$ cat config.mk
export PLATFORM = sky130hd
export DESIGN_NAME = exec_output_reg
export DESIGN_NICKNAME = d
export VERILOG_FILES = /design/src/action_exec_pkg.sv /design/src/exec_output_reg.sv
export SDC_FILE = /design/constraint.sdc
export NUM_CORES = 1
export LEC_CHECK = 0
export ABC_AREA = 0
export BUFFER_PORTS_ARGS = -buffer_cell sky130_fd_sc_hd__clkbuf_2
export CAP_MARGIN = 25
export CELL_PAD_IN_SITES_DETAIL_PLACEMENT = 0
export CELL_PAD_IN_SITES_GLOBAL_PLACEMENT = 1
export CORE_AREA = 3 3 409 411
export CTS_CLUSTER_SIZE = 40
export DETAILED_ROUTE_END_ITERATION = 8
export DIE_AREA = 0 0 412 414
export GPL_TIMING_DRIVEN = 0
export PLACE_DENSITY_LB_ADDON = 0.1
export SYNTH_ARGS = -nofsm -noshare
export SYNTH_HDL_FRONTEND = slang
export SYNTH_SLANG_ARGS = --single-unit
$ cat constraint.sdc
create_clock -name clk -period 1.1 [get_ports clk]
set_input_delay 0.11 -clock clk [delete_from_list [all_inputs] [get_ports clk]]
set_output_delay 0.11 -clock clk [all_outputs]
set_load 0.05 [all_outputs]
$ cat src/action_exec_pkg.sv
`default_nettype none

package action_exec_pkg;

  ////////////////////////////////////////////////////////////
  // Widths
  ////////////////////////////////////////////////////////////

  localparam int HDR_WIDTH   = 512; // Packet header descriptor
  localparam int POS_WIDTH   = 9;   // Enough to address any header bit
  localparam int TAG_WIDTH   = 5;
  localparam int FLAG_WIDTH  = 16;
  localparam int FIELD_COUNT = 15;  // Rewritable fields, flag bits 0 to 14

  typedef logic [HDR_WIDTH-1:0]  hdr_t;
  typedef logic [POS_WIDTH-1:0]  bit_pos_t;
  typedef logic [TAG_WIDTH-1:0]  flow_tag_t;
  typedef logic [FLAG_WIDTH-1:0] action_flag_t;

  // One type per header field width
  typedef logic [31:0] egress_port_t;
  typedef logic [63:0] metadata_t;
  typedef logic [47:0] mac_addr_t;
  typedef logic [15:0] ether_type_t;
  typedef logic [11:0] vlan_id_t;
  typedef logic [2:0]  vlan_pcp_t;
  typedef logic [19:0] mpls_label_t;
  typedef logic [2:0]  mpls_tc_t;
  typedef logic [31:0] ipv4_addr_t;
  typedef logic [7:0]  ip_proto_t;
  typedef logic [5:0]  ip_tos_t;   // DSCP only, no ECN bits
  typedef logic [15:0] l4_port_t;

  ////////////////////////////////////////////////////////////
  // Action set, 356 bits, egress port at the top
  ////////////////////////////////////////////////////////////

  typedef struct packed {
    egress_port_t egress_port;
    metadata_t    metadata;
    mac_addr_t    dst_mac;
    mac_addr_t    src_mac;
    ether_type_t  ether_type;
    vlan_id_t     vlan_id;
    vlan_pcp_t    vlan_pcp;
    mpls_label_t  mpls_label;
    mpls_tc_t     mpls_tc;
    ipv4_addr_t   src_ipv4;
    ipv4_addr_t   dst_ipv4;
    ip_proto_t    ip_proto;
    ip_tos_t      ip_tos;
    l4_port_t     tcp_src;
    l4_port_t     tcp_dst;
  } action_set_t;

  // Runtime field locations, each the MSB of its field in the header
  typedef struct packed {
    bit_pos_t egress_port;
    bit_pos_t metadata;
    bit_pos_t dst_mac;
    bit_pos_t src_mac;
    bit_pos_t ether_type;
    bit_pos_t vlan_id;
    bit_pos_t vlan_pcp;
    bit_pos_t mpls_label;
    bit_pos_t mpls_tc;
    bit_pos_t src_ipv4;
    bit_pos_t dst_ipv4;
    bit_pos_t ip_proto;
    bit_pos_t ip_tos;
    bit_pos_t tcp_src;
    bit_pos_t tcp_dst;
  } field_loc_t;

  ////////////////////////////////////////////////////////////
  // Action flag bits
  ////////////////////////////////////////////////////////////

  localparam int FLAG_EGRESS_PORT = 0;
  localparam int FLAG_METADATA    = 1;
  localparam int FLAG_DST_MAC     = 2;
  localparam int FLAG_SRC_MAC     = 3;
  localparam int FLAG_ETHER_TYPE  = 4;
  localparam int FLAG_VLAN_ID     = 5;
  localparam int FLAG_VLAN_PCP    = 6;
  localparam int FLAG_MPLS_LABEL  = 7;
  localparam int FLAG_MPLS_TC     = 8;
  localparam int FLAG_SRC_IPV4    = 9;
  localparam int FLAG_DST_IPV4    = 10;
  localparam int FLAG_IP_PROTO    = 11;
  localparam int FLAG_IP_TOS      = 12;
  localparam int FLAG_TCP_SRC     = 13;
  localparam int FLAG_TCP_DST     = 14;
  localparam int FLAG_DROP        = 15; // Packet is discarded, not rewritten away

endpackage

`default_nettype wire

$ cat src/exec_output_reg.sv
`timescale 1ns/1ps
`default_nettype none

module exec_output_reg import action_exec_pkg::*; (
  input  logic      clk,
  input  logic      reset,
  input  logic      prog_en,  // Freeze outputs while high
  input  logic      exec_en,
  input  logic      drop,
  input  hdr_t      hdr_next,
  input  flow_tag_t tag_in,
  output hdr_t      hdr_out,
  output flow_tag_t tag_out,
  output logic      pkt_out_en
);

  ////////////////////////////////////////////////////////////
  // Output stage
  ////////////////////////////////////////////////////////////

  always_ff @(posedge clk) begin
    if (!reset) begin
      hdr_out    <= '0;
      tag_out    <= '0;
      pkt_out_en <= 1'b0;
    end else if (prog_en) begin
      // Hold everything during table programming
      hdr_out    <= hdr_out;
      tag_out    <= tag_out;
      pkt_out_en <= pkt_out_en;
    end else if (exec_en) begin
      hdr_out    <= hdr_next;     // Registered even when dropped
      tag_out    <= tag_in;
      pkt_out_en <= ~drop;
    end else begin
      // Idle cycle clears the outputs
      hdr_out    <= '0;
      tag_out    <= '0;
      pkt_out_en <= 1'b0;
    end
  end

  // No packet may leave on the edge right after reset
  a_quiet_after_reset: assert property (@(posedge clk)
    !reset |=> !pkt_out_en)
    else $error("exec_output_reg: pkt_out_en high after reset");

endmodule

`default_nettype wire

Yosys cells after proc, flatten, opt, wreduce, memory -nomap -nowiden. Cells that the tools add are included.

Mux-type cells: 3. Bitwise operators: 1.

Operators with widths (count): 512-bit two-way mux (1); 5-bit two-way mux (1); 1-bit two-way mux (1); 1-bit NOT (1).

Flip-flop bits (word level): 518. Input port bits: 522. Output and inout port bits: 518. Word-level logic and storage cells: 7.

Logic depth before layout (Yosys ltp). Gate-level depths: netlist (run 1).

Depth after elaboration: 2. Gate-level depth with buffers: 7. Gate-level depth less buffers: 2.

Worst setup path before layout (run 1). OpenSTA, ideal clock, no wires.

Path type: input -> register. From: in prog_en. To: reg hdr_out[387]. Library setup time: 0.067 ns. Arrival time: 1.005 ns. Required time: 1.033 ns. Path slack: 0.028 ns. Stages: 7. Buffers on the path: 5. Cells stage by stage: buf_2 -> nand2b_4 -> buf_6 -> buf_6 -> buf_6 -> buf_6 -> o21ai_2.

RTL lines: start: declaration (line exec_output_reg.sv:7) `input logic prog_en,`; end signal: assignment (line exec_output_reg.sv:28) `hdr_out <= hdr_out;`; end signal: assignment (line exec_output_reg.sv:32) `hdr_out <= hdr_next;`; end: declaration (line exec_output_reg.sv:12) `output hdr_t hdr_out,`.

Final worst setup path (run 1).
From: reg hdr_out[458]. To: out hdr_out[458].

No word-level cell between the ends.

==> reports/qor.csv, run 1 <==
stage;metric;value;unit
floorplanning;rows;149;
sta;fin_crit_sh;122;%
sta;slew_viol_final;0;
floorplanning;dieArea;171000;µm²
grt;grt_pass1_wl;189000;µm
detailed_routing;drt-vias-per-instance;3.70;
pwr;power;57.4;mW
place;place.port_buffers;1037;
grt;grt.met2_usage;26.7;%
synthesis;postSynthAreaPerCell;8.21;µm²
synthesis;synth_cell_types;13;
sta;finClkSkew;0;ns
grt;met1_usage;16.9;%
critical_path;worst_path_largest_cell_delay;0.40;ns
pwr;pwr_density_cell;1250;nW/µm²
synthesis;syn_inst;2304;
grt;busiest_layer;met2;
sta;finalHoldViolations;0;
grt;use_met3;5.16;%
job;cap_viol_max_count;0;
critical_path;r2r_start;hdr_out[410];
place;place.gp.congestion;0.755;
detailed_routing;drc_errors;0;
floorplanning;fp.dieH;414;µm
detailed_routing;drtIter0Drc;934;
floorplanning;coreArea;164000;µm²
synthesis;yosys.area.top_type;dfxtp_1;
synthesis;ys_ff_latch;518;
pwr;power.leakage;18.7;nW
place;placed_cell_area;26900;µm²
critical_path;startpoint;hdr_out[458];
hold_path;min_from;reset;
cts;max-clock-path-buffers;3;
layout;fin_nets;4516;
sta;slew_headroom;43.0;%
critical_path;critical_path_buf_inv_count;1;
sta;max_freq;0.747;GHz
detailed_routing;drt_wl_total;135000;µm
outcome;violations;setup timing;
sta;finalSetupViolations;518;
layout;layout_common_cells;clkbuf_2, clkbuf_16, nand3_1, dlygate4sd3_1, nand2_1;
grt;gr-usage-all-layers;15.3;%
detailed_routing;drtAntennaViolNets;0;
hold_path;worst_hold_path_type;in2reg;
synthesis;synthesis.area;18900;µm²
sta;finalWorstSetupSlack;-0.239;ns
cts;htreeDepth;3;
grt;grt_max_degree;12;
critical_path;arrival;1.23;ns
place;dpl.hpwl;105000;µm
layout;area_growth;142;%
pwr;vdd_drop_max;959;µV
detailed_routing;dr.pass1.iters;5;
floorplanning;chipWidth;412;µm
synthesis;synth_area_leaders;dfxtp_1, nand3_1, o21ai_0, nand2_1, o21ai_2;
cts;cts_tree;yes;
layout;mostFrequentLayoutCell;clkbuf_2;
place;preCtsSetupSlack;-1.45;ns
critical_path;critical_path.slowest_cell;dfxtp_4;
outcome;status;finished, violations left;
floorplanning;start_util;11.5;%
cts;cts_sinks;518;
grt;grt_overflow;0;
critical_path;path_max_fanout;2;
sta;setup_tns;-93.34;ns
critical_path;end_kind;output port;
sta;worst_slew_pin_slew;0.855;ns
sta;fin_crit;1.34;ns
synthesis;syn_nets;2826;
critical_path;cp-start-kind;flip-flop;
layout;final_area;45800;µm²
grt;antenna_found_initial;44;
critical_path;path_cells;clkbuf_16;
detailed_routing;avgRoutedWirePerCell;21.5;µm
cts;cts_buffers;75;
synthesis;yosys.area.top_type_share;54.8;%
cts;clock_latency;0.67;ns
critical_path;crit_family;flip-flops;
detailed_routing;num_vias;23200;
grt;grt_pass1_vias;24900;
synthesis;yosysSeqAreaShare;54.8;%
critical_path;crit_type;reg2out;
critical_path;cp.required;0.99;ns
cts;cts_root_buf;clkbuf_16;
cts;clkTransAtPathRegs;0.06;ns
floorplanning;ios;1040;
layout;drive_gt1_share;47.4;%
synthesis;yosys_warnings;0;
sta;rsz0062_at_grt;yes;
cell type report:
type                            instances  area, µm²
Fill cell                           17800     119000
Timing Repair Buffer                 1613      20800
Sequential cell                       518      11100
Multi-Input combinational cell       1555       7520
Tap cell                             2189       2740
Clock buffer                          117       2200
Buffer                                231       1110
Clock inverter                         15        284
Antenna cell                           32       80.1
timing repair:
action,CTS,global route
buffers inserted,23,32
gates resized for setup,2094,91
hold buffers,518,0
hold endpoints to repair,518,0
gates cloned,0,0
setup endpoints to repair,1028,639
report_power, final:
part	internal [mW]	leakage [nW]	switching [mW]	total, mW
Combinational	5.68	13.0	6.32	12.0
Clock	14.9	1.20	10.1	25.1
Sequential	19.6	4.46	0.744	20.4
stage by stage:
step	util, %	cells	hold slack (ns)
after floorplan	-	2304	0.243
after global routing	27.8	6251	0.0679
final	27.8	6270	0.0622
after CTS	27.6	6206	0.00773
after global placement	16.3	5530	0.345
after detailed placement	16.3	5533	0.343
synthesized netlist by cell type:
cell,count
buf_4,3
buf_2,15
o21ai_0,416
buf_6,14
nand2_1,517
dfxtp_1,518
o21ai_1,2
clkbuf_1,187
clkbuf_2,12
nand2b_1,1
nand3_1,518
o21ai_2,100
nand2b_4,1
layer usage:
layer | vias to the layer above | wire [µm] | share of wire (%)
li1 | 11300 | - | -
met1 | 10900 | 52800 | 39
met2 | 774 | 66000 | 49
met3 | 187 | 10700 | 8.0
met4 | 22 | 5130 | 3.8
met5 | - | 138 | 0.10
registers in the layout (all words and copies together), names as in the netlist:
signal,flops
hdr_out,512
tag_out,5
pkt_out_en,1
cell families (layout without fill, tap and decap cells):
family | after synthesis | after routing | synth area share [%]
simple gates | 1037 | 1037 | 24.1
compound gates | 518 | 518 | 15.7
flops | 518 | 518 | 54.8
buf+inv | 231 | 1976 | 5.38
other cells | 0 | 32 | 0
worst register-to-register path, delay by kind of cell, from the launching register on:
family | cells | cell delay (ns)
and+or+nand+nor | 1 | 0.08
buffers and inverters | 2 | 0.25
DFF | 1 | 0.33
AOI/OAI and AO/OA | 1 | 0.05
worst paths after layout:
kind	endpoint	slack, ns	cells past startpoint
max	hdr_out[458]	-0.24	1
min	pkt_out_en	0.06	4
max reg2reg	hdr_out[410]	0.28	4
min reg2reg	hdr_out[215]	0.50	2
Note: power is estimated with default switching activity, not from simulation.
==> run 2, diff against run 1 <==
Settings changed: CTS_CLUSTER_DIAMETER set to 60, MAX_ROUTING_LAYER set to met4.
==> run 2 against run 1 <==
The flow still finishes with violations (setup timing). Power grew 11%. Sequential share of layout area shrank 0.48 points. Routed wire length is essentially flat. Sequential power is essentially flat. Critical endpoint unchanged.
==> reports/qor.csv, run 2 (synthesized netlist as in run 1, its figures left out) <==
stage;metric;value;unit
detailed_routing;dr.pass1.iters;5;
grt;grt_max_degree;15;
cts;cts_root_buf;clkbuf_16;
critical_path;crit_family;flip-flops;
sta;finClkSkew;0;ns
layout;largestRegisters;hdr_out: 512 flops, tag_out: 5 flops, pkt_out_en: 1 flops;
detailed_routing;num_vias;23300;
grt;antenna_found_initial;47;
sta;rsz0062_at_grt;yes;
critical_path;crit_type;reg2out;
hold_path;min_from;reset;
floorplanning;ios;1040;
pwr;intPower;45.4;mW
cts;htreeDepth;3;
layout;drive_gt1_share;48.2;%
critical_path;cp.required;0.99;ns
cts;clkTransAtPathRegs;0.05;ns
critical_path;rrSetupSlack;0.28;ns
cts;cts_tree;yes;
grt;grt_pass1_wl;189000;µm
grt;grt_overflow;0;
cts;clock_latency;0.66;ns
critical_path;timing.rr.end;hdr_out[410];
critical_path;critical_path_buf_inv_count;1;
floorplanning;fp.dieH;414;µm
detailed_routing;drc_errors;0;
sta;finalHoldWorstSlack;0.0677;ns
sta;fin_crit;1.37;ns
critical_path;path_max_fanout;2;
detailed_routing;avgRoutedWirePerCell;21.3;µm
detailed_routing;drtIter0Drc;978;
place;dp_cells;5533;
sta;slew_viol_final;0;
sta;slew_headroom;40.0;%
layout;fin_nets;4534;
pwr;combPwrFrac;18.8;%
critical_path;cp.depth;1;
place;dpl.hpwl;105000;µm
floorplanning;start_util;11.5;%
grt;gr-usage-all-layers;15.7;%
sta;worst_slew_pin_slew;0.900;ns
place;preCtsSetupSlack;-1.45;ns
layout;fin_util;28.4;%
sta;finalWorstSetupSlack;-0.269;ns
floorplanning;chipWidth;412;µm
pwr;vdd_drop_max;1030;µV
critical_path;arrival;1.26;ns
hold_path;worst_hold_path_type;in2reg;
pwr;pwr_density_cell;1370;nW/µm²
job;cap_viol_max_count;0;
sta;setup_tns;-98.91;ns
critical_path;end_kind;output port;
place;place.port_buffers;1037;
detailed_routing;drtAntennaViolNets;0;
sta;fin_crit_sh;124;%
layout;largest_reg_flops;512;
sta;finalHoldViolations;0;
floorplanning;dieArea;171000;µm²
pwr;power;63.9;mW
grt;grt_pass1_vias;25100;
critical_path;r2r_cells;4;
pwr;power.share.clock;49.3;%
sta;finalSetupViolations;518;
critical_path;path_cells;clkbuf_16;
critical_path;r2r_start;hdr_out[410];
layout;final-instance-count-excl-fill;6324;
layout;multiInputGateArea;7520;µm²
pwr;swShare;28.9;%
hold_path;hold_end;pkt_out_en;
place;placed_cell_area;26900;µm²
critical_path;critical_path.slowest_cell;dfxtp_4;
cts;cts_buffers;92;
detailed_routing;drt_wl_total;135000;µm
detailed_routing;drt-vias-per-instance;3.69;
pwr;p_seq_share;31.9;%
floorplanning;rows;149;
pwr;p_switching;18.5;mW
cts;max-clock-path-buffers;3;
hold_path;worstHoldPathCells;4;
outcome;status;finished, violations left;
floorplanning;coreArea;164000;µm²
critical_path;cp-start-kind;flip-flop;
layout;layout_common_cells;clkbuf_2, clkbuf_16, nand3_1, dlygate4sd3_1, nand2_1;
place;place.gp.congestion;0.764;
outcome;violations;setup timing;
layout;final_area;46700;µm²
layout;mostFrequentLayoutCell;clkbuf_2;
cts;cts_sinks;518;
layout;n_fill_cell;17600;
layout;largest-register;hdr_out;
sta;max_freq;0.730;GHz
critical_path;worst_path_largest_cell_delay;0.40;ns
layout;area_growth;147;%
layout;seq_area;11100;µm²
pwr;power.leakage;19.1;nW
## run 2: cell count changes in the layout (fill, tap and decap cells not counted), sizes merged
| cell | delta |
|---|---|
| buf | +2 |
| clkinv | +16 |
| bufinv | +10 |
| diode | +13 |
| inv | +7 |
| clkinvlp | +6 |
## run 2: power groups by stage
stage | Sequential [mW] | Clock, mW | Combinational [mW]
2_1_floorplan | 22.9 | 0 | 1.86
3_3_place_gp | 20.4 | 0 | 7.89
3_5_place_dp | 20.4 | 0 | 7.85
4_1_cts | 20.4 | 32.9 | 12.1
5_1_grt | 20.5 | 33.6 | 12.7
6_report | 20.4 | 31.5 | 12.0
## run 2: cell type report
| class | count | area share (%) |
|---|---|---|
| Antenna cell | 45 | 0.241 |
| Buffer | 231 | 2.35 |
| Clock buffer | 118 | 5.46 |
| Clock inverter | 54 | 1.75 |
| Multi-Input combinational cell | 1555 | 16.1 |
| Sequential cell | 518 | 23.8 |
| Tap cell | 2189 | 5.87 |
| Timing Repair Buffer | 1614 | 44.5 |
## run 2: how the worst max path moves through the flow
stage | from | to
after floorplan | prog_en | hdr_out[387]
after global placement | prog_en | hdr_out[373]
after detailed placement | prog_en | hdr_out[375]
after CTS | hdr_out[458] | hdr_out[458]
after global routing | hdr_out[236] | hdr_out[236]
final | hdr_out[458] | hdr_out[458]
## run 2: repair_timing
item                       in CTS  in global routing
setup buffers                  23                 33
hold buffers                  518                  0
setup endpoints to repair    1028                655
gates resized for setup      2090                 86
hold endpoints to repair      518                  0
## run 2: routing by layer
layer | global-route usage, % | up-vias | part of all wire [%]
li1 | - | 11400 | -
met1 | 17.0 | 10900 | 39
met2 | 26.7 | 776 | 49
met3 | 5.46 | 180 | 8.2
met4 | 5.46 | 0 | 3.7
met5 | - | - | 0
==> run 3, diff against run 2 <==
Settings changed: SETUP_SLACK_MARGIN set to 0.15.
Clock period 1.1 ns to 1.2 ns, I/O delays scaled along.
==> run 3 against run 2 <==
Global-route usage is 0.33 points lower. Flip-flop and latch count unchanged. Sequential share of layout area decreased by 0.16 points. Largest cell class unchanged. Setup slack improved by 0.075 ns. Clock skew did not move. Final area up 0.36%. The run still ends with setup timing left. Clock-buffer cell count grew 13. Largest power group unchanged. Cell count hardly changed. Register-to-register slack improved by 0.06 ns. Via count shrank 0.12%.
==> reports/qor.csv, run 3 (synthesized netlist as in run 1, its figures left out) <==
stage;metric;value;unit
outcome;status;finished, violations left;
outcome;violations;setup timing;
grt;grt_pass1_wl;186000;µm
sta;fin_crit;1.39;ns
detailed_routing;drtIter0Drc;977;
critical_path;crit_type;reg2out;
grt;grt_max_degree;15;
layout;layout_common_cells;clkbuf_2, clkbuf_16, nand3_1, dlygate4sd3_1, nand2_1;
critical_path;critical_path.slowest_cell;dfxtp_4;
critical_path;worst_path_largest_cell_delay;0.41;ns
place;placed_cell_area;27000;µm²
detailed_routing;dr.pass1.iters;5;
floorplanning;ios;1040;
grt;grt_overflow;0;
sta;fin_crit_sh;116;%
sta;finClkSkew;0;ns
critical_path;r2r_start;hdr_out[187];
cts;cts_root_buf;clkbuf_16;
cts;cts_buffers;98;
layout;largest-register;hdr_out;
pwr;swShare;29.2;%
place;place.port_buffers;1037;
detailed_routing;drt-vias-per-instance;3.68;
grt;gr-usage-all-layers;15.4;%
floorplanning;start_util;11.5;%
detailed_routing;drc_errors;0;
sta;rsz0062_at_grt;yes;
sta;slew_headroom;60.4;%
floorplanning;coreArea;164000;µm²
critical_path;end_kind;output port;
sta;finalWorstSetupSlack;-0.194;ns
layout;largest_reg_flops;512;
layout;mostFrequentLayoutCell;clkbuf_2;
sta;finalHoldWorstSlack;0.0868;ns
critical_path;arrival;1.27;ns
critical_path;critical_path_buf_inv_count;1;
detailed_routing;drt_wl_total;132000;µm
critical_path;crit_family;flip-flops;
sta;finalSetupViolations;518;
critical_path;rrSetupSlack;0.34;ns
place;place.gp.congestion;0.776;
cts;htreeDepth;3;
grt;grt_pass1_vias;25100;
sta;finalHoldViolations;0;
floorplanning;chipWidth;412;µm
detailed_routing;drtAntennaViolNets;0;
sta;worst_slew_pin_slew;0.595;ns
layout;fin_nets;4544;
pwr;p_seq_share;31.8;%
pwr;p_switching;17.2;mW
critical_path;cp-start-kind;flip-flop;
place;dpl.hpwl;102000;µm
cts;cts_tree;yes;
critical_path;crit_end;hdr_out[143];
pwr;power.share.clock;49.3;%
critical_path;cp.depth;1;
sta;setup_tns;-60.42;ns
cts;cts_sinks;518;
pwr;vdd_drop_max;1040;µV
pwr;combPwrFrac;18.8;%
sta;slew_viol_final;0;
pwr;intPower;41.6;mW
grt;antenna_found_initial;33;
layout;largestRegisters;hdr_out: 512 flops, tag_out: 5 flops, pkt_out_en: 1 flops;
cts;max-clock-path-buffers;3;
critical_path;path_cells;clkbuf_16;
sta;max_freq;0.717;GHz
layout;final_area;46900;µm²
pwr;pwr_density_cell;1250;nW/µm²
floorplanning;dieArea;171000;µm²
critical_path;r2r_cells;4;
layout;drive_gt1_share;49.4;%
hold_path;worst_hold_path_type;in2reg;
floorplanning;fp.dieH;414;µm
critical_path;startpoint;hdr_out[143];
job;cap_viol_max_count;0;
floorplanning;rows;149;
critical_path;timing.rr.end;hdr_out[187];
cts;clkTransAtPathRegs;0.05;ns
critical_path;path_max_fanout;2;
place;preCtsSetupSlack;-1.01;ns
cts;clock_latency;0.69;ns
detailed_routing;num_vias;23300;
layout;area_growth;148;%
detailed_routing;avgRoutedWirePerCell;20.9;µm
pwr;power.leakage;19.3;nW
critical_path;cp.required;1.08;ns
==> run 3: cell count changes in the layout (fill, tap and decap cells not counted), moves of 6 or more <==
cell / delta
buf_12: +11
clkbuf_1: -45
buf_6: -10
bufinv_16: -6
diode_2: -17
inv_6: -8
dfxtp_2: +14
dfxtp_4: -14
clkbuf_2: +44
clkbuf_16: +10
clkinv_2: +8
==> run 3: area by class of cell <==
type	count	area, µm²
antenna	28	70.1
buffer	231	1250
clock buffer	131	2790
clock inverter	51	617
fill	17700	118000
multi-input combinational	1555	7520
sequential	518	11100
tap	2189	2740
timing repair buffer	1618	20800
==> run 3: layer usage <==
| layer | vias up | part of all wire [%] | track usage [%] |
|---|---|---|---|
| li1 | 11400 | - | - |
| met1 | 10900 | 40 | 17.1 |
| met2 | 802 | 49 | 25.9 |
| met3 | 182 | 8.2 | 5.02 |
| met4 | 0 | 3.3 | 5.27 |
| met5 | - | 0 | - |
==> run 3: what timing repair did <==
item | CTS | global route
pin swaps | 0 | 0
endpoints found under the hold margin | 518 | 0
endpoints found under the setup margin | 910 | 790
hold buffers | 518 | 0
resized for setup | 2074 | 189
buffers inserted | 32 | 28
cloned | 0 | 0
==> run 3: power by group through the flow <==
stage	clock, mW	sequential, mW	combinational (mW)
after CTS	30.3	18.7	11.2
after global placement	0	18.7	7.26
after global routing	31.0	18.8	11.7
after floorplan	0	21.0	1.75
after detailed placement	0	18.7	7.22
final	29.0	18.7	11.1
==> run 3: worst min-delay path by stage <==
| stage | start | slack (ns) | cells past startpoint | endpoint |
|---|---|---|---|---|
| 3_3_place_gp | hdr_next[115] | 0.35 | 3 | hdr_out[115] |
| 3_5_place_dp | hdr_next[189] | 0.35 | 3 | hdr_out[189] |
| 4_1_cts | prog_en | 0.03 | 4 | pkt_out_en |
| 5_1_grt | reset | 0.1 | 4 | hdr_out[511] |
| 6_report | prog_en | 0.09 | 4 | pkt_out_en |
| 2_1_floorplan | hdr_next[495] | 0.25 | 2 | hdr_out[495] |
==> run 3: per-stage QoR <==
step | util [%] | cells | power, mW
4_1_cts | 28.2 | 6265 | 60.1
3_3_place_gp | 16.4 | 5530 | 25.9
6_report | 28.5 | 6321 | 58.8
5_1_grt | 28.5 | 6317 | 61.5
2_1_floorplan | - | 2304 | 22.7
3_5_place_dp | 16.4 | 5533 | 25.9
